`src/hba_bus_pkg.sv`:
```
// ~~~~~~~~~~~~~~~~~~~~~~~~~~~~~~~~~~~~~~~~~~~~~~~~~~~~~~~~~~~~~~~~~~~~~
// HBA bus widths, register map and register bank states.
// Imported by the bus-facing blocks of the TX peripheral.
// ~~~~~~~~~~~~~~~~~~~~~~~~~~~~~~~~~~~~~~~~~~~~~~~~~~~~~~~~~~~~~~~~~~~~~
package hba_bus_pkg;

    localparam int DBUS_WIDTH        = 8;
    localparam int PERIPH_ADDR_WIDTH = 4;   // Upper address field
    localparam int REG_ADDR_WIDTH    = 8;   // Lower address field
    localparam int ADDR_WIDTH        = PERIPH_ADDR_WIDTH + REG_ADDR_WIDTH;

    // Register indices relative to REG_OFFSET
    localparam int REG_CTRL   = 0;
    localparam int REG_DATA   = 1;
    localparam int REG_STATUS = 2;
    localparam int REG_COUNT  = 3;   // Cleared when read

    typedef enum logic [1:0] {
        IDLE,
        READ,
        WRITE,
        WAIT
    } regbank_state_e;

endpackage

```
`src/tx_core_pkg.sv`:
```
// ~~~~~~~~~~~~~~~~~~~~~~~~~~~~~~~~~~~~~~~~~~~~~~~~~~~~~~~~~~~~~~~~~~~~~
// Control and status bit layout, commands and push FSM states
// used by the transmit core behind the register bank.
// ~~~~~~~~~~~~~~~~~~~~~~~~~~~~~~~~~~~~~~~~~~~~~~~~~~~~~~~~~~~~~~~~~~~~~
package tx_core_pkg;

    // Control register
    localparam int CTRL_SEND_BIT  = 0;
    localparam int CTRL_FLUSH_BIT = 1;

    // Status register, FIFO level sits in the low bits
    localparam int STATUS_FULL_BIT = 7;

    // Flush outranks send when both bits are set
    typedef enum logic [1:0] {
        CMD_NONE,
        CMD_SEND,
        CMD_FLUSH
    } tx_cmd_e;

    typedef enum logic {
        PUSH_IDLE,
        PUSH_ACK   // Lets the control write-back settle
    } push_state_e;

endpackage

```
`src/hba_reg_bank.sv`:
```
// ~~~~~~~~~~~~~~~~~~~~~~~~~~~~~~~~~~~~~~~~~~~~~~~~~~~~~~~~~~~~~~~~~~~~~
// Four-register HBA bus slave. The bus reads and writes the registers,
// the core updates them through a masked write port.
// ~~~~~~~~~~~~~~~~~~~~~~~~~~~~~~~~~~~~~~~~~~~~~~~~~~~~~~~~~~~~~~~~~~~~~
`timescale 1ns/1ps

module hba_reg_bank import hba_bus_pkg::*; #(
    parameter int PERIPH_ADDR = 2,
    parameter int REG_OFFSET  = 0
) (
    input  logic                  hba_clk,
    input  logic                  hba_reset,
    input  logic                  hba_rnw,      // 1 = read
    input  logic                  hba_select,
    input  logic [ADDR_WIDTH-1:0] hba_abus,
    input  logic [DBUS_WIDTH-1:0] hba_dbus,
    output logic [DBUS_WIDTH-1:0] hba_dbus_slave,
    output logic                  hba_xferack_slave,
    output logic [DBUS_WIDTH-1:0] slv_reg0,
    output logic [DBUS_WIDTH-1:0] slv_reg1,
    output logic [DBUS_WIDTH-1:0] slv_reg2,
    output logic [DBUS_WIDTH-1:0] slv_reg3,
    input  logic [DBUS_WIDTH-1:0] slv_reg0_in,
    input  logic [DBUS_WIDTH-1:0] slv_reg1_in,
    input  logic [DBUS_WIDTH-1:0] slv_reg2_in,
    input  logic [DBUS_WIDTH-1:0] slv_reg3_in,
    input  logic                  slv_wr_en,
    input  logic [3:0]            slv_wr_mask,      // One bit per register
    input  logic [3:0]            slv_autoclr_mask  // Clear on bus read
);

    logic [REG_ADDR_WIDTH-1:0]    reg_addr;
    logic [PERIPH_ADDR_WIDTH-1:0] periph_addr;
    logic [REG_ADDR_WIDTH-1:0]    reg_rel;
    logic [1:0]                   reg_sel;
    logic                         addr_decode_hit;
    logic                         sel_hit_q;
    logic                         addr_hit;
    logic                         addr_hit_clear;
    regbank_state_e               regbank_state;
    logic [DBUS_WIDTH-1:0]        regs    [4];
    logic [DBUS_WIDTH-1:0]        regs_in [4];

    assign reg_addr    = hba_abus[REG_ADDR_WIDTH-1:0];
    assign periph_addr = hba_abus[ADDR_WIDTH-1:REG_ADDR_WIDTH];
    assign reg_rel     = reg_addr - REG_ADDR_WIDTH'(REG_OFFSET);
    assign reg_sel     = reg_rel[1:0];   // Only meaningful on a hit

    assign addr_decode_hit = (periph_addr == PERIPH_ADDR_WIDTH'(PERIPH_ADDR)) &&
                             (reg_rel < REG_ADDR_WIDTH'(4)) &&
                             (reg_addr >= REG_ADDR_WIDTH'(REG_OFFSET));
    assign addr_hit_clear  = ~hba_select | hba_xferack_slave;

    assign regs_in[0] = slv_reg0_in;
    assign regs_in[1] = slv_reg1_in;
    assign regs_in[2] = slv_reg2_in;
    assign regs_in[3] = slv_reg3_in;

    assign slv_reg0 = regs[0];
    assign slv_reg1 = regs[1];
    assign slv_reg2 = regs[2];
    assign slv_reg3 = regs[3];

    // Sample select and decode, then qualify into addr_hit
    always_ff @(posedge hba_clk) begin
        if (hba_reset) begin
            sel_hit_q <= 1'b0;
            addr_hit  <= 1'b0;
        end else begin
            sel_hit_q <= hba_select & addr_decode_hit & ~hba_xferack_slave;
            addr_hit  <= addr_hit_clear ? 1'b0 : sel_hit_q;
        end
    end

    always_ff @(posedge hba_clk) begin
        if (hba_reset) begin
            regbank_state     <= IDLE;
            hba_xferack_slave <= 1'b0;
            hba_dbus_slave    <= '0;
            for (int i = 0; i < 4; i++) begin
                regs[i] <= '0;
            end
        end else begin
            // Core writes first so a bus access in the same cycle overrides
            if (slv_wr_en) begin
                for (int i = 0; i < 4; i++) begin
                    if (slv_wr_mask[i]) begin
                        regs[i] <= regs_in[i];
                    end
                end
            end

            case (regbank_state)
                IDLE: begin
                    hba_xferack_slave <= 1'b0;
                    hba_dbus_slave    <= '0;
                    if (addr_hit) begin
                        regbank_state <= hba_rnw ? READ : WRITE;
                    end
                end
                READ: begin
                    hba_xferack_slave <= 1'b1;
                    hba_dbus_slave    <= regs[reg_sel];
                    if (slv_autoclr_mask[reg_sel]) begin
                        regs[reg_sel] <= '0;
                    end
                    regbank_state <= WAIT;
                end
                WRITE: begin
                    hba_xferack_slave <= 1'b1;
                    regs[reg_sel]     <= hba_dbus;
                    regbank_state     <= WAIT;
                end
                default: begin   // WAIT, one dead cycle after the ack
                    hba_xferack_slave <= 1'b0;
                    hba_dbus_slave    <= '0;
                    regbank_state     <= IDLE;
                end
            endcase
        end
    end

endmodule

```
`src/tx_push_ctrl.sv`:
```
// ~~~~~~~~~~~~~~~~~~~~~~~~~~~~~~~~~~~~~~~~~~~~~~~~~~~~~~~~~~~~~~~~~~~~~
// Turns control register commands into FIFO pushes and flushes, and
// writes status and the sent count back into the register bank.
// ~~~~~~~~~~~~~~~~~~~~~~~~~~~~~~~~~~~~~~~~~~~~~~~~~~~~~~~~~~~~~~~~~~~~~
`timescale 1ns/1ps

module tx_push_ctrl import hba_bus_pkg::*, tx_core_pkg::*; #(
    parameter int FIFO_DEPTH = 8
) (
    input  logic                        hba_clk,
    input  logic                        hba_reset,
    input  logic [DBUS_WIDTH-1:0]       ctrl_reg,
    input  logic [DBUS_WIDTH-1:0]       data_reg,
    input  logic [DBUS_WIDTH-1:0]       count_reg,
    input  logic [$clog2(FIFO_DEPTH):0] fifo_level,
    input  logic                        fifo_full,
    input  logic                        pop_done,
    output logic                        slv_wr_en,
    output logic [3:0]                  slv_wr_mask,
    output logic [DBUS_WIDTH-1:0]       slv_reg0_in,
    output logic [DBUS_WIDTH-1:0]       slv_reg2_in,
    output logic [DBUS_WIDTH-1:0]       slv_reg3_in,
    output logic                        fifo_push,
    output logic [DBUS_WIDTH-1:0]       fifo_wdata,
    output logic                        fifo_flush
);

    tx_cmd_e     cmd;
    push_state_e push_state;

    always_comb begin
        if (ctrl_reg[CTRL_FLUSH_BIT]) begin
            cmd = CMD_FLUSH;
        end else if (ctrl_reg[CTRL_SEND_BIT]) begin
            cmd = CMD_SEND;
        end else begin
            cmd = CMD_NONE;
        end
    end

    // Send waits here while full, which is the only back-pressure
    assign fifo_push  = (push_state == PUSH_IDLE) && (cmd == CMD_SEND) && !fifo_full;
    assign fifo_flush = (push_state == PUSH_IDLE) && (cmd == CMD_FLUSH);
    assign fifo_wdata = data_reg;

    assign slv_wr_en   = 1'b1;   // Status is refreshed every cycle
    assign slv_reg3_in = count_reg + 1'b1;

    always_comb begin
        slv_reg0_in = ctrl_reg;
        if (fifo_flush) begin
            slv_reg0_in[CTRL_FLUSH_BIT] = 1'b0;
        end else begin
            slv_reg0_in[CTRL_SEND_BIT] = 1'b0;
        end

        slv_reg2_in = '0;
        slv_reg2_in[$clog2(FIFO_DEPTH):0] = fifo_level;
        slv_reg2_in[STATUS_FULL_BIT]      = fifo_full;

        slv_wr_mask             = 4'b0000;
        slv_wr_mask[REG_STATUS] = 1'b1;
        slv_wr_mask[REG_CTRL]   = fifo_push | fifo_flush;
        slv_wr_mask[REG_COUNT]  = pop_done;
    end

    always_ff @(posedge hba_clk) begin
        if (hba_reset) begin
            push_state <= PUSH_IDLE;
        end else begin
            case (push_state)
                PUSH_IDLE: begin
                    if (fifo_push || fifo_flush) begin
                        push_state <= PUSH_ACK;
                    end
                end
                default: push_state <= PUSH_IDLE;
            endcase
        end
    end

endmodule

```
`src/byte_fifo.sv`:
```
// ~~~~~~~~~~~~~~~~~~~~~~~~~~~~~~~~~~~~~~~~~~~~~~~~~~~~~~~~~~~~~~~~~~~~~
// Synchronous byte FIFO with registered read data, level and flush.
// ~~~~~~~~~~~~~~~~~~~~~~~~~~~~~~~~~~~~~~~~~~~~~~~~~~~~~~~~~~~~~~~~~~~~~
`timescale 1ns/1ps

module byte_fifo #(
    parameter int FIFO_DEPTH = 8   // Power of two
) (
    input  logic                        hba_clk,
    input  logic                        hba_reset,
    input  logic                        push,
    input  logic [7:0]                  wdata,
    input  logic                        pop,
    input  logic                        flush,
    output logic [7:0]                  rdata,
    output logic [$clog2(FIFO_DEPTH):0] level,
    output logic                        full,
    output logic                        empty
);

    localparam int PTR_W = $clog2(FIFO_DEPTH);
    localparam logic [PTR_W:0] LEVEL_MAX = FIFO_DEPTH[PTR_W:0];

    logic [7:0]       mem [FIFO_DEPTH];
    logic [PTR_W-1:0] wr_ptr;
    logic [PTR_W-1:0] rd_ptr;
    logic             do_push;
    logic             do_pop;

    assign full    = (level == LEVEL_MAX);
    assign empty   = (level == '0);
    assign do_push = push && !full && !flush;
    assign do_pop  = pop && !empty;   // Head byte still leaves during a flush

    always_ff @(posedge hba_clk) begin
        if (hba_reset || flush) begin
            wr_ptr <= '0;
            rd_ptr <= '0;
            level  <= '0;
        end else begin
            if (do_push) wr_ptr <= wr_ptr + 1'b1;   // Wraps at depth
            if (do_pop)  rd_ptr <= rd_ptr + 1'b1;
            if (do_push && !do_pop) begin
                level <= level + 1'b1;
            end else if (do_pop && !do_push) begin
                level <= level - 1'b1;
            end
        end
    end

    always_ff @(posedge hba_clk) begin
        if (do_push) mem[wr_ptr] <= wdata;
        if (do_pop)  rdata <= mem[rd_ptr];   // Valid the cycle after pop
    end

endmodule

```
`src/tx_pacer.sv`:
```
// ~~~~~~~~~~~~~~~~~~~~~~~~~~~~~~~~~~~~~~~~~~~~~~~~~~~~~~~~~~~~~~~~~~~~~
// Drains the byte FIFO at most once per PACE_CYCLES clocks and shows
// each byte on tx_data with a one-cycle strobe.
// ~~~~~~~~~~~~~~~~~~~~~~~~~~~~~~~~~~~~~~~~~~~~~~~~~~~~~~~~~~~~~~~~~~~~~
`timescale 1ns/1ps

module tx_pacer #(
    parameter int PACE_CYCLES = 4   // At least 2
) (
    input  logic       hba_clk,
    input  logic       hba_reset,
    input  logic [7:0] fifo_rdata,
    input  logic       fifo_empty,
    output logic       fifo_pop,
    output logic [7:0] tx_data,
    output logic       tx_strobe,
    output logic       pop_done
);

    localparam int GAP_W = $clog2(PACE_CYCLES);

    logic [GAP_W-1:0] gap_cnt;
    logic             strobe_q;

    assign fifo_pop  = !fifo_empty && (gap_cnt == '0);
    assign tx_data   = fifo_rdata;   // FIFO read register holds the byte
    assign tx_strobe = strobe_q;
    assign pop_done  = strobe_q;

    always_ff @(posedge hba_clk) begin
        if (hba_reset) begin
            gap_cnt  <= '0;
            strobe_q <= 1'b0;
        end else begin
            strobe_q <= fifo_pop;
            if (fifo_pop) begin
                gap_cnt <= GAP_W'(PACE_CYCLES - 1);   // Next pop PACE_CYCLES later
            end else if (gap_cnt != '0) begin
                gap_cnt <= gap_cnt - 1'b1;
            end
        end
    end

endmodule

```
`src/hba_tx_periph.sv`:
```
// ~~~~~~~~~~~~~~~~~~~~~~~~~~~~~~~~~~~~~~~~~~~~~~~~~~~~~~~~~~~~~~~~~~~~~
// HBA transmit peripheral. Bus writes queue bytes that leave on the
// paced tx_data/tx_strobe port. Instantiate once per bus slot.
// ~~~~~~~~~~~~~~~~~~~~~~~~~~~~~~~~~~~~~~~~~~~~~~~~~~~~~~~~~~~~~~~~~~~~~
`timescale 1ns/1ps

module hba_tx_periph import hba_bus_pkg::*; #(
    parameter int PERIPH_ADDR = 2,
    parameter int REG_OFFSET  = 0,
    parameter int FIFO_DEPTH  = 8,
    parameter int PACE_CYCLES = 4
) (
    input  logic                  hba_clk,
    input  logic                  hba_reset,
    input  logic                  hba_select,
    input  logic                  hba_rnw,
    input  logic [ADDR_WIDTH-1:0] hba_abus,
    input  logic [DBUS_WIDTH-1:0] hba_dbus,
    output logic [DBUS_WIDTH-1:0] hba_dbus_slave,
    output logic                  hba_xferack_slave,
    output logic [7:0]            tx_data,
    output logic                  tx_strobe
);

    localparam logic [3:0] AUTOCLR_MASK = 4'(1 << REG_COUNT);   // Count clears on read

    logic [DBUS_WIDTH-1:0]        slv_reg0;
    logic [DBUS_WIDTH-1:0]        slv_reg1;
    logic [DBUS_WIDTH-1:0]        slv_reg3;
    logic [DBUS_WIDTH-1:0]        slv_reg0_in;
    logic [DBUS_WIDTH-1:0]        slv_reg2_in;
    logic [DBUS_WIDTH-1:0]        slv_reg3_in;
    logic                         slv_wr_en;
    logic [3:0]                   slv_wr_mask;
    logic                         fifo_push;
    logic [DBUS_WIDTH-1:0]        fifo_wdata;
    logic                         fifo_flush;
    logic                         fifo_pop;
    logic [7:0]                   fifo_rdata;
    logic [$clog2(FIFO_DEPTH):0]  fifo_level;
    logic                         fifo_full;
    logic                         fifo_empty;
    logic                         pop_done;

    hba_reg_bank #(
        .PERIPH_ADDR (PERIPH_ADDR),
        .REG_OFFSET  (REG_OFFSET)
    ) u_reg_bank (
        .hba_clk           (hba_clk),
        .hba_reset         (hba_reset),
        .hba_rnw           (hba_rnw),
        .hba_select        (hba_select),
        .hba_abus          (hba_abus),
        .hba_dbus          (hba_dbus),
        .hba_dbus_slave    (hba_dbus_slave),
        .hba_xferack_slave (hba_xferack_slave),
        .slv_reg0          (slv_reg0),
        .slv_reg1          (slv_reg1),
        .slv_reg2          (),           // STATUS is only read over the bus
        .slv_reg3          (slv_reg3),
        .slv_reg0_in       (slv_reg0_in),
        .slv_reg1_in       (slv_reg1),   // DATA is bus-written only
        .slv_reg2_in       (slv_reg2_in),
        .slv_reg3_in       (slv_reg3_in),
        .slv_wr_en         (slv_wr_en),
        .slv_wr_mask       (slv_wr_mask),
        .slv_autoclr_mask  (AUTOCLR_MASK)
    );

    tx_push_ctrl #(
        .FIFO_DEPTH (FIFO_DEPTH)
    ) u_push_ctrl (
        .hba_clk     (hba_clk),
        .hba_reset   (hba_reset),
        .ctrl_reg    (slv_reg0),
        .data_reg    (slv_reg1),
        .count_reg   (slv_reg3),
        .fifo_level  (fifo_level),
        .fifo_full   (fifo_full),
        .pop_done    (pop_done),
        .slv_wr_en   (slv_wr_en),
        .slv_wr_mask (slv_wr_mask),
        .slv_reg0_in (slv_reg0_in),
        .slv_reg2_in (slv_reg2_in),
        .slv_reg3_in (slv_reg3_in),
        .fifo_push   (fifo_push),
        .fifo_wdata  (fifo_wdata),
        .fifo_flush  (fifo_flush)
    );

    byte_fifo #(
        .FIFO_DEPTH (FIFO_DEPTH)
    ) u_fifo (
        .hba_clk   (hba_clk),
        .hba_reset (hba_reset),
        .push      (fifo_push),
        .wdata     (fifo_wdata),
        .pop       (fifo_pop),
        .flush     (fifo_flush),
        .rdata     (fifo_rdata),
        .level     (fifo_level),
        .full      (fifo_full),
        .empty     (fifo_empty)
    );

    tx_pacer #(
        .PACE_CYCLES (PACE_CYCLES)
    ) u_pacer (
        .hba_clk    (hba_clk),
        .hba_reset  (hba_reset),
        .fifo_rdata (fifo_rdata),
        .fifo_empty (fifo_empty),
        .fifo_pop   (fifo_pop),
        .tx_data    (tx_data),
        .tx_strobe  (tx_strobe),
        .pop_done   (pop_done)
    );

endmodule

```
`config.mk`:
```
export PLATFORM = sky130hd
export DESIGN_NAME = hba_tx_periph
export DESIGN_NICKNAME = d
export VERILOG_FILES = /design/src/hba_bus_pkg.sv /design/src/tx_core_pkg.sv /design/src/hba_reg_bank.sv /design/src/tx_push_ctrl.sv /design/src/byte_fifo.sv /design/src/tx_pacer.sv /design/src/hba_tx_periph.sv
export SDC_FILE = /design/constraint.sdc
export NUM_CORES = 1
export LEC_CHECK = 0
export BUFFER_PORTS_ARGS = -buffer_cell sky130_fd_sc_hd__clkbuf_2
export CAP_MARGIN = 5
export CORE_MARGIN = 2
export CORE_UTILIZATION = 55
export CTS_CLUSTER_SIZE = 25
export DETAILED_ROUTE_END_ITERATION = 8
export PLACE_DENSITY = 0.73
export SYNTH_ARGS = -nofsm -noshare
export SYNTH_HDL_FRONTEND = slang
export SYNTH_SLANG_ARGS = --single-unit
export TNS_END_PERCENT = 10
```
`constraint.sdc`:
```
create_clock -name hba_clk -period 3.76 [get_ports hba_clk]
set_clock_uncertainty 0.2 [all_clocks]
set_input_delay 0.376 -clock hba_clk [delete_from_list [all_inputs] [get_ports hba_clk]]
set_output_delay 0.376 -clock hba_clk [all_outputs]
set_load 0.01 [all_outputs]
```
Word level (Yosys, flattened, before mapping)
Memory sizes are Yosys's and may differ from the RTL's. A register that Yosys moved wholly into a read port is not among the register bits.
Cells that the tools add are included.
W data, S select, Z words.
Storage, ports and cells
  bits in registers: 27
  RAM bits: 96
  bits of input ports: 24
  output and inout port bits: 18
  logic and storage cells: 117
  memories kept: 2
Operators by class
  add/sub/neg operators: 6
  $lt $le $gt $ge: 3
  equality and inequality tests: 9
  muxes and demuxes: 41
  bitwise logic cells: 17
  reductions and logical operators: 28
Memories
  u_fifo.mem: words 8, bits a word 8, rd ports 1, clocked after Yosys merged registers in 1, wr ports 1, line byte_fifo.sv:24  | logic [7:0] mem [FIFO_DEPTH];
  u_reg_bank.regs: words 4, bits a word 8, rd ports 4, clocked after Yosys merged registers in 0, wr ports 4, line hba_reg_bank.sv:41  | logic [DBUS_WIDTH-1:0] regs [4];
Operators with widths (number)
  $mux W8: 5
  $mux W1: 25
  $pmux W8 S2: 1
  $mux W2: 6
  $logic_and A1 B1 Y1: 11
  $add A8 B1 Y8 const B: 1
  $ge A8 B1 Y1 const B: 1
  $lt A8 B3 Y1 const B: 1
  $mux W4: 2
  $reduce_or A8 Y1: 1
  $add A3 B1 Y3 const B: 2
  $and A1 B1 Y1: 6
  $or A1 B1 Y1: 6
  $reduce_bool A2 Y1: 3
  $reduce_or A2 Y1: 3
  $logic_not A1 Y1: 5
  $not A1 Y1: 5
  $add A4 B1 Y4 const B: 1
  $eq A2 B1 Y1 const B: 2
  $eq A2 B2 Y1 const A: 2
  $eq A2 B2 Y1 const B: 2
  $eq A4 B2 Y1 const B: 1
  $eq A4 B4 Y1 const B: 1
  $logic_not A2 Y1: 2
  8 further kinds: 9

Depth between registers and ports, before layout
Gate-level depths: netlist (run 1).
An unclocked memory read counts as a cell.
  depth in word-level cells: 12
  depth in mapped cells: 11
  depth with buffers taken out: 10

Cells and area by module
A second synthesis (run 1) with hierarchy kept.
Second synthesis, totals
  cell total of the unflattened synthesis: 410
  area, all modules: 6059.6 µm²
By module, submodules not included
  byte_fifo: instances 1, cells an instance 173, area an instance 3309.4 µm², seq. area each 2362.3 µm²
  hba_reg_bank: instances 1, cells an instance 160, area an instance 2164.6 µm², seq. area each 1221.2 µm²
  tx_push_ctrl: instances 1, cells an instance 53, area an instance 384.1 µm², seq. area each 20.0 µm²
  tx_pacer: instances 1, cells an instance 22, area an instance 193.9 µm², seq. area each 60.1 µm²
  hba_tx_periph: instances 1, cells an instance 2, area an instance 7.5 µm², seq. area each 0.0 µm²

Worst setup path before layout (run 1)
Ideal clock, no wire load.
  path type: flip-flop to flip-flop
  start: register u_fifo.level[0]
  end: register u_fifo.level[3]
  setup time: 121 ps
  arrival: 2453 ps
  path slack: 986 ps
  stages on the path, launching flop included: 12
  buffers on the path: 1
  clock period less this slack: 2774 ps
  path through: dfxtp_1 -> or4b_1 -> buf_2 -> nand3_2 -> inv_1 -> ha_1 -> inv_1 -> ha_1 -> a21oi_1 -> a211oi_1 -> a31oi_1 -> mux2_2
Between the ends
  word-level cells in the longest chain between the ends: 8
  elaborated cells between the ends (all ways): 18
  those cells by class: add/sub (2); eq/ne (1); mux (2); reduce/logical (13)
Ends and longest elaborated chain
  from (decl): line byte_fifo.sv:16  | output logic [$clog2(FIFO_DEPTH):0] level,
  from (signal assigned): line byte_fifo.sv:44  | level <= level + 1'b1;
  from (signal assigned): line byte_fifo.sv:46  | level <= level - 1'b1;
  $eq A4 B4 Y1 *: line byte_fifo.sv:30  | assign full = (level == LEVEL_MAX);
  $logic_not A1 Y1 *: line tx_push_ctrl.sv:42, byte_fifo.sv:32
  $logic_and A1 B1 Y1: line tx_push_ctrl.sv:42  | assign fifo_push = (push_state == PUSH_IDLE) && (cmd == CMD_SEND) && !fifo_full;
  $logic_and A1 B1 Y1 * (2 in a row): line byte_fifo.sv:32  | assign do_push = push && !full && !flush;
  via u_fifo.do_push: line byte_fifo.sv:27  | logic do_push;
  $logic_not A1 Y1: line byte_fifo.sv:45  | end else if (do_pop && !do_push) begin
  $logic_and A1 B1 Y1: line byte_fifo.sv:45
  $reduce_bool A2 Y1 (no line)
The timed path passes the listed nets; every way through them passes the cells marked *. The select of a mux whose other input is x is not followed.
A chain may end at the register's enable or synchronous reset.

Worst setup path in the final report (run 1)
Ends and elaborated chain as after synthesis.

==> results.cfg, run 1 <==
[global_route]
overflow = 0
track_usage_pct = 19.82
antenna_found_initial = 0
grt_pass1_vias = 3314
grt_pass1_wl_mm = 16.51
grt_max_degree = 28

[routing]
detail_route.wl_per_cell_um = 17.19
via_per_inst = 5.519
postRouteAntennaNets = 0
drc_errors = 0
first_iter_violations = 148
wl_mm = 9.936
first_pass_iters = 4
vias = 3190

[place]
portBuffers = 41
post-place-cells = 536
gp_congestion = 0.8596
place_area_sq_um = 5852
dp_slack_ps = 761.3
dp_hpwl_mm = 6.745

[yosys]
synth-warning-count = 0
yosysSeqAreaShare_pct = 64.27
async_reset_ff_share_pct = 0
synth_edf_count = 96
yosys-top-cells-area = edfxtp_1 (52%), dfxtp_1 (13%), mux4_1 (6.6%)
synth_area_per_cell_sq_um = 14.71
syn_nets = 415
synth_top_area_share_pct = 51.71
synthFlopType = edfxtp_1
ys_seq_elements = 131
netlist_instances = 379
synth_largest_area_cell = edfxtp_1
synthesis.area_sq_um = 5575
synth_cell_types = 45

[cells_and_area]
layout.nets = 468
diodes = 0
utilization_pct = 66.54
seq_area_sq_um = 3583
synthToLayoutAreaGrowth_pct = 17.19
final_cell_mix = edfxtp_1 (96), clkbuf_2 (41), nor2_1 (39)
layout_commonest_cell = edfxtp_1
multiInputGateArea_sq_um = 1856
final_area_sq_um = 6534
drive_gt1_share_pct = 22.92
fin_cells = 578
fill_cells = 710

[critical_path]
critical_path_class = flip-flop to flip-flop
critical_path.top_delay_family = simple AND/OR/NAND/NOR gates
start_kind = flip-flop
cpPeakStageDelay_ps = 690
path_buf_inv = 2
cpMaxStageDelayCell = or4b_1
worstPathMaxFanout = 6
cp-end-kind = flip-flop
cp.required_ps = 3960
worst-path-stages = 10
path_cells = or4b_1 > nand3_2 > inv_1 > ha_1 > inv_1 > ha_1 > a21oi_1 > a211oi_1 > a31oi_1 > mux2_2
crit_arrival_ps = 3250
reg2reg_depth = 10

[sta]
final-max-slew-violation-count = 0
finalCritPeriodShare_pct = 81.18
fin_crit_ps = 3053
worst-slew-pin-transition_ps = 996.0
rsz0062_at_grt = false
fin_ws_ps = 707.5
slew_headroom_pct = 33.51
fmax_mhz = 327.6
setup_viol = 0
tns_ps = 0
hold_ws_ps = 37.81
hold_viol = 0

[power]
leakagePower_nw = 2.374
ir_drop_uv = 288.8
p_per_area_nw_per_um2 = 595.3
fin_total_pwr_mw = 3.890

[die]
initial_core_util_pct = 56.78
dieArea_sq_um = 10960
coreArea_sq_um = 9819
pin_count = 42
fp-row-count = 36
die_h_um = 104.7
die_x_um = 104.7

[cts]
cts_tree = built
cts.sinks = 131
htree_levels = 4
clock_latency_ps = 520
root_buffer = clkbuf_8
clkTransAtPathRegs_ps = 70
cts_resized = 0
clockBufferDepth = 2
cts_buffers = 17

[outcome]
outcome = completed

[worst_hold_path]
min_path_cells = 3
min_path_type = input port to flip-flop

[flow_run]
cap_violations = 0
worst reg2reg max path: stages, from the launching register on:
cell and delay (ps):
dfxtp_1 380, or4b_1 690, nand3_2 170, inv_1 50, ha_1 190, inv_1 140, ha_1 290, a21oi_1 210
a211oi_1 100, a31oi_1 180, mux2_2 350
cells in the mapped netlist (2+ instances only):
library cell and number:
buf_1 2, clkbuf_1 7, mux2i_1 3, a31oi_1 2, and3_1 2, o21ai_0 12, a21oi_1 10, nor2b_1 3
a22oi_1 8, nor4_1 3, nor3_1 2, nand2b_1 7, ha_1 11, inv_1 11, edfxtp_1 96, a211oi_1 2
xor2_1 6, and2_1 17, nor2_1 39, mux4_2 10, buf_2 6, nand3_1 8, nand3b_1 5, mux2_2 9
or2_2 4, mux4_1 14, or4_1 2, dfxtp_1 35, xnor2_1 6, nand2_1 22
per-layer routing:
| layer | share of wire [%] | vias up | GRT usage [%] | routed length [um] |
|---|---|---|---|---|
| met5 | 0 | - | 0 | 0 |
| met4 | 2.3 | 0 | 7.619 | 225 |
| met3 | 4.2 | 18 | 5.802 | 421 |
| met2 | 51 | 94 | 33.43 | 5099 |
| met1 | 42 | 1546 | 24.22 | 4190 |
| li1 | - | 1532 | - | - |
flip-flops by register name, indices dropped and copies added, names as in the netlist:
signal / count
u_fifo.mem: 64
u_reg_bank.regs: 32
u_fifo.rdata: 8
u_reg_bank.hba_dbus_slave: 8
u_fifo.level: 4
u_fifo.rd_ptr: 3
u_fifo.wr_ptr: 3
u_pacer.gap_cnt: 2
u_reg_bank.regbank_state: 2
u_pacer.pop_done: 1
u_push_ctrl.push_state: 1
u_reg_bank.addr_hit: 1
u_reg_bank.hba_xferack_slave: 1
u_reg_bank.sel_hit_q: 1
what timing repair did:
item                      CTS  global route
hold endpoints to repair   24             0
hold buffers               10             0
buffers inserted            0             0
report_power, final:
part	switching [mW]	internal, mW	total, mW
sequential	0.100	1.69	1.79
combinational	0.254	0.237	0.491
clock	0.644	0.960	1.60
worst paths after layout:
kind	start	to	slack [ps]
worst max-delay path	u_fifo.level[0]$_SDFFE_PP0P_	u_fifo.level[3]$_SDFFE_PP0P_	710
worst min-delay path	hba_dbus[3]	u_reg_bank.regs[3][3]$_DFFE_PP_	40
worst max register to register	u_fifo.level[0]$_SDFFE_PP0P_	u_fifo.level[3]$_SDFFE_PP0P_	710
worst min register to register	u_reg_bank.sel_hit_q$_SDFF_PP0_	u_reg_bank.addr_hit$_SDFF_PP0_	270
cell families (layout without fill, tap and decap cells):
logic type	Yosys count	in the layout	synth area share, %
flip-flops	131	131	64.27
AO/OA/AOI/OAI	36	36	3.882
adder cells (fa/ha/maj)	12	12	2.828
AND/OR/NAND/NOR	123	123	11.42
multiplexers	37	37	13.26
XOR/XNOR	12	12	1.885
buffers and inverters	28	94	2.446
cell type report:
class	count	area share (%)
timing repair buffer	51	4.673
inverter	11	0.6319
multi-input combinational	220	28.40
clock buffer	17	6.339
clock inverter	15	2.566
tap	133	2.547
sequential	131	54.84
Power figures use the tool's default switching activity.
==> run 2: changes to the inputs <==
ABC_AREA = 1   (was default)
CORE_UTILIZATION = 54   (was 55)
PLACE_DENSITY = 0.75   (was 0.73)
clock period = 2.7 ns   (was 3.76 ns; I/O delays follow)
==> run 2 against run 1 <==
Worst setup slack got worse by 500 ps. Non-clock buffer count grew 13. Design area grew 2.4%. First-iteration DRC count rose to 3.1 times the previous value. Sequential cell count unchanged. Count of clock-buffer cells in the layout rose by 2. Clock power up 29%. Final cell count grew 37%. Synthesized cell count grew 52%. Global-route usage rose by 2.3 points. Wire length grew 20%. Critical path depth grew 3. Critical path type unchanged. Largest cell class unchanged. Highest routed layer unchanged.
==> results.cfg, run 2 <==
[yosys]
synthTopCellsByCount = nand2_1 (136), nor2_1 (101), edfxtp_1 (96), o21ai_0 (53), inv_1 (43)
yosys-top-cells-area = edfxtp_1 (51%), dfxtp_1 (12%), nand2_1 (9.0%)
synth_area_per_cell_sq_um = 9.846
synth_top_area_share_pct = 50.92
async_reset_ff_share_pct = 0
synthFlopType = edfxtp_1
synth-warning-count = 0
synthesis.area_sq_um = 5662
netlist_instances = 575
syn_nets = 611
synth.most_common_cell = nand2_1
ys_seq_elements = 131
synth_largest_area_cell = edfxtp_1
synth_cell_types = 31
yosysSeqAreaShare_pct = 63.29
synth_edf_count = 96

[sta]
final-max-slew-violation-count = 0
tns_ps = 0
rsz0062_at_grt = false
setup_viol = 0
slew_headroom_pct = 45.25
finalCritPeriodShare_pct = 92.47
hold_viol = 0
hold_ws_ps = 70.38
fin_crit_ps = 2497
fmax_mhz = 400.5
worst-slew-pin-transition_ps = 818.2

[worst_hold_path]
min_path_cells = 6
min_from = hba_abus[0]
min_path_type = input port to flip-flop
worstHoldEndpoint = u_reg_bank.hba_dbus_slave[4]$_SDFFE_PP0P_

[cts]
cts_tree = built
root_buffer = clkbuf_8
htree_levels = 4
cts_resized = 0
cts_hold_buf = 15
clockBufferDepth = 2
cts_buffers = 17
post_cts_buffers = 0
cts.sinks = 131
clock_latency_ps = 510
clkTransAtPathRegs_ps = 60

[cells_and_area]
final_area_sq_um = 6688
final_cell_mix = nand2_1 (136), nor2_1 (101), edfxtp_1 (96)
diodes = 0
max_flop_register = u_fifo.mem
utilization_pct = 65.37
synthToLayoutAreaGrowth_pct = 18.12
reg_top3 = u_fifo.mem: 64 flops, u_reg_bank.regs: 32 flops
drive_gt1_share_pct = 14.66
layout_commonest_cell = nand2_1
largest_reg_flops = 64
layout.nets = 678

[critical_path]
critical_path_class = flip-flop to flip-flop
r2r_slack_ps = 200
r2r_end = u_fifo.level[3]$_SDFFE_PP0P_
worstPathMaxFanout = 10
start_kind = flip-flop
cp.required_ps = 2910
crit_arrival_ps = 2700
reg2reg_from = u_fifo.level[0]$_SDFFE_PP0P_
reg2reg_depth = 13
cp-end-kind = flip-flop

[flow_run]
cap_violations = 0

[global_route]
grt_pass1_vias = 4074
top_usage_layer = met2
antenna_found_initial = 0
grt.met2_usage_pct = 37.68
track_usage_pct = 22.10
use_met3_pct = 4.966
grt_max_degree = 35
met1_usage_pct = 27.21
grt_pass1_wl_mm = 19.14
overflow = 0

[die]
dieArea_sq_um = 11320
die_x_um = 106.4
coreArea_sq_um = 10230
fp-row-count = 37
pin_count = 42
initial_core_util_pct = 55.34
die_h_um = 106.4

[power]
ir_drop_uv = 594.6
p_per_area_nw_per_um2 = 944.3
leakagePower_nw = 2.685
fin_total_pwr_mw = 6.315

[outcome]
outcome = completed

[routing]
via_per_inst = 5.381
detail_route.wl_per_cell_um = 15.07
first_pass_iters = 7
drc_errors = 0
vias = 4256
wl_mm = 11.92
first_iter_violations = 459
postRouteAntennaNets = 0

[place]
place_area_sq_um = 5997
gp_congestion = 0.8782
dp_hpwl_mm = 7.930
portBuffers = 41
run 2: cell types whose count changed after synthesis, moves of 14 or more:
cell     previous run  this run
nand2_1            22       136
nor2_1             39       101
o21ai_0            12        53
inv_1              11        43
and2_1             17         0
mux4_1             14         0
run 2: cell families after synthesis:
kind of cell,count (synthesis),synth area share [%]
adder cells (fa/ha/maj),12,2.785
AO/OA/AOI/OAI,78,7.226
XOR/XNOR,7,1.083
buffers and inverters,64,4.950
AND/OR/NAND/NOR,283,20.66
flip-flops,131,63.29
run 2: area by class of cell:
| type | count | area (sq um) |
|---|---|---|
| Clock buffer | 19 | 442.9 |
| Timing Repair Buffer | 64 | 415.4 |
| Tap cell | 136 | 170.2 |
| Clock inverter | 13 | 97.59 |
| Sequential cell | 131 | 3583 |
| Fill cell | 761 | 3543 |
| Multi-Input combinational cell | 380 | 1798 |
| Inverter | 48 | 180.2 |
run 2: report_power, final:
part | switching [mW] | internal [mW]
clock network | 0.865 | 1.19
registers | 0.167 | 2.48
logic | 1.07 | 0.532
total | 2.10 | 4.21
run 2: how the worst max path moves through the flow:
stage	startpoint	endpoint	slack, ps	depth (start not counted)
2_1_floorplan	u_fifo.level[0]$_SDFFE_PP0P_	u_fifo.level[3]$_SDFFE_PP0P_	530	13
3_3_place_gp	u_fifo.level[0]$_SDFFE_PP0P_	u_fifo.level[3]$_SDFFE_PP0P_	360	13
3_5_place_dp	u_fifo.level[0]$_SDFFE_PP0P_	u_fifo.level[3]$_SDFFE_PP0P_	260	13
4_1_cts	u_fifo.level[0]$_SDFFE_PP0P_	u_fifo.level[3]$_SDFFE_PP0P_	230	13
5_1_grt	u_fifo.level[0]$_SDFFE_PP0P_	u_fifo.level[3]$_SDFFE_PP0P_	2	13
6_report	u_fifo.level[0]$_SDFFE_PP0P_	u_fifo.level[3]$_SDFFE_PP0P_	200	13
run 2: metrics by stage:
stage | worst slack [ps] | cells
after floorplan | 528.8 | 575
after global placement | 358.4 | 744
after detailed placement | 261.2 | 744
after CTS | 233.4 | 791
after global routing | 1.569 | 791
final | 203.4 | 791
run 2: critical path, cell delays in order, from the launching register on:
cell     delay [ps]
dfxtp_1         370
nor2_1          200
nand3_1         190
nand2_2         210
inv_1            90
ha_1            200
inv_1           150
ha_1            290
a21oi_1         210
nand2_1          70
nand2_1          50
nand3_1          70
nand2_1          60
inv_1            40
run 2: layer usage:
metal,up-vias,routed length [um]
met4,0,271
met2,152,6016
li1,2068,-
met1,2009,4916
met5,-,0
met3,27,713
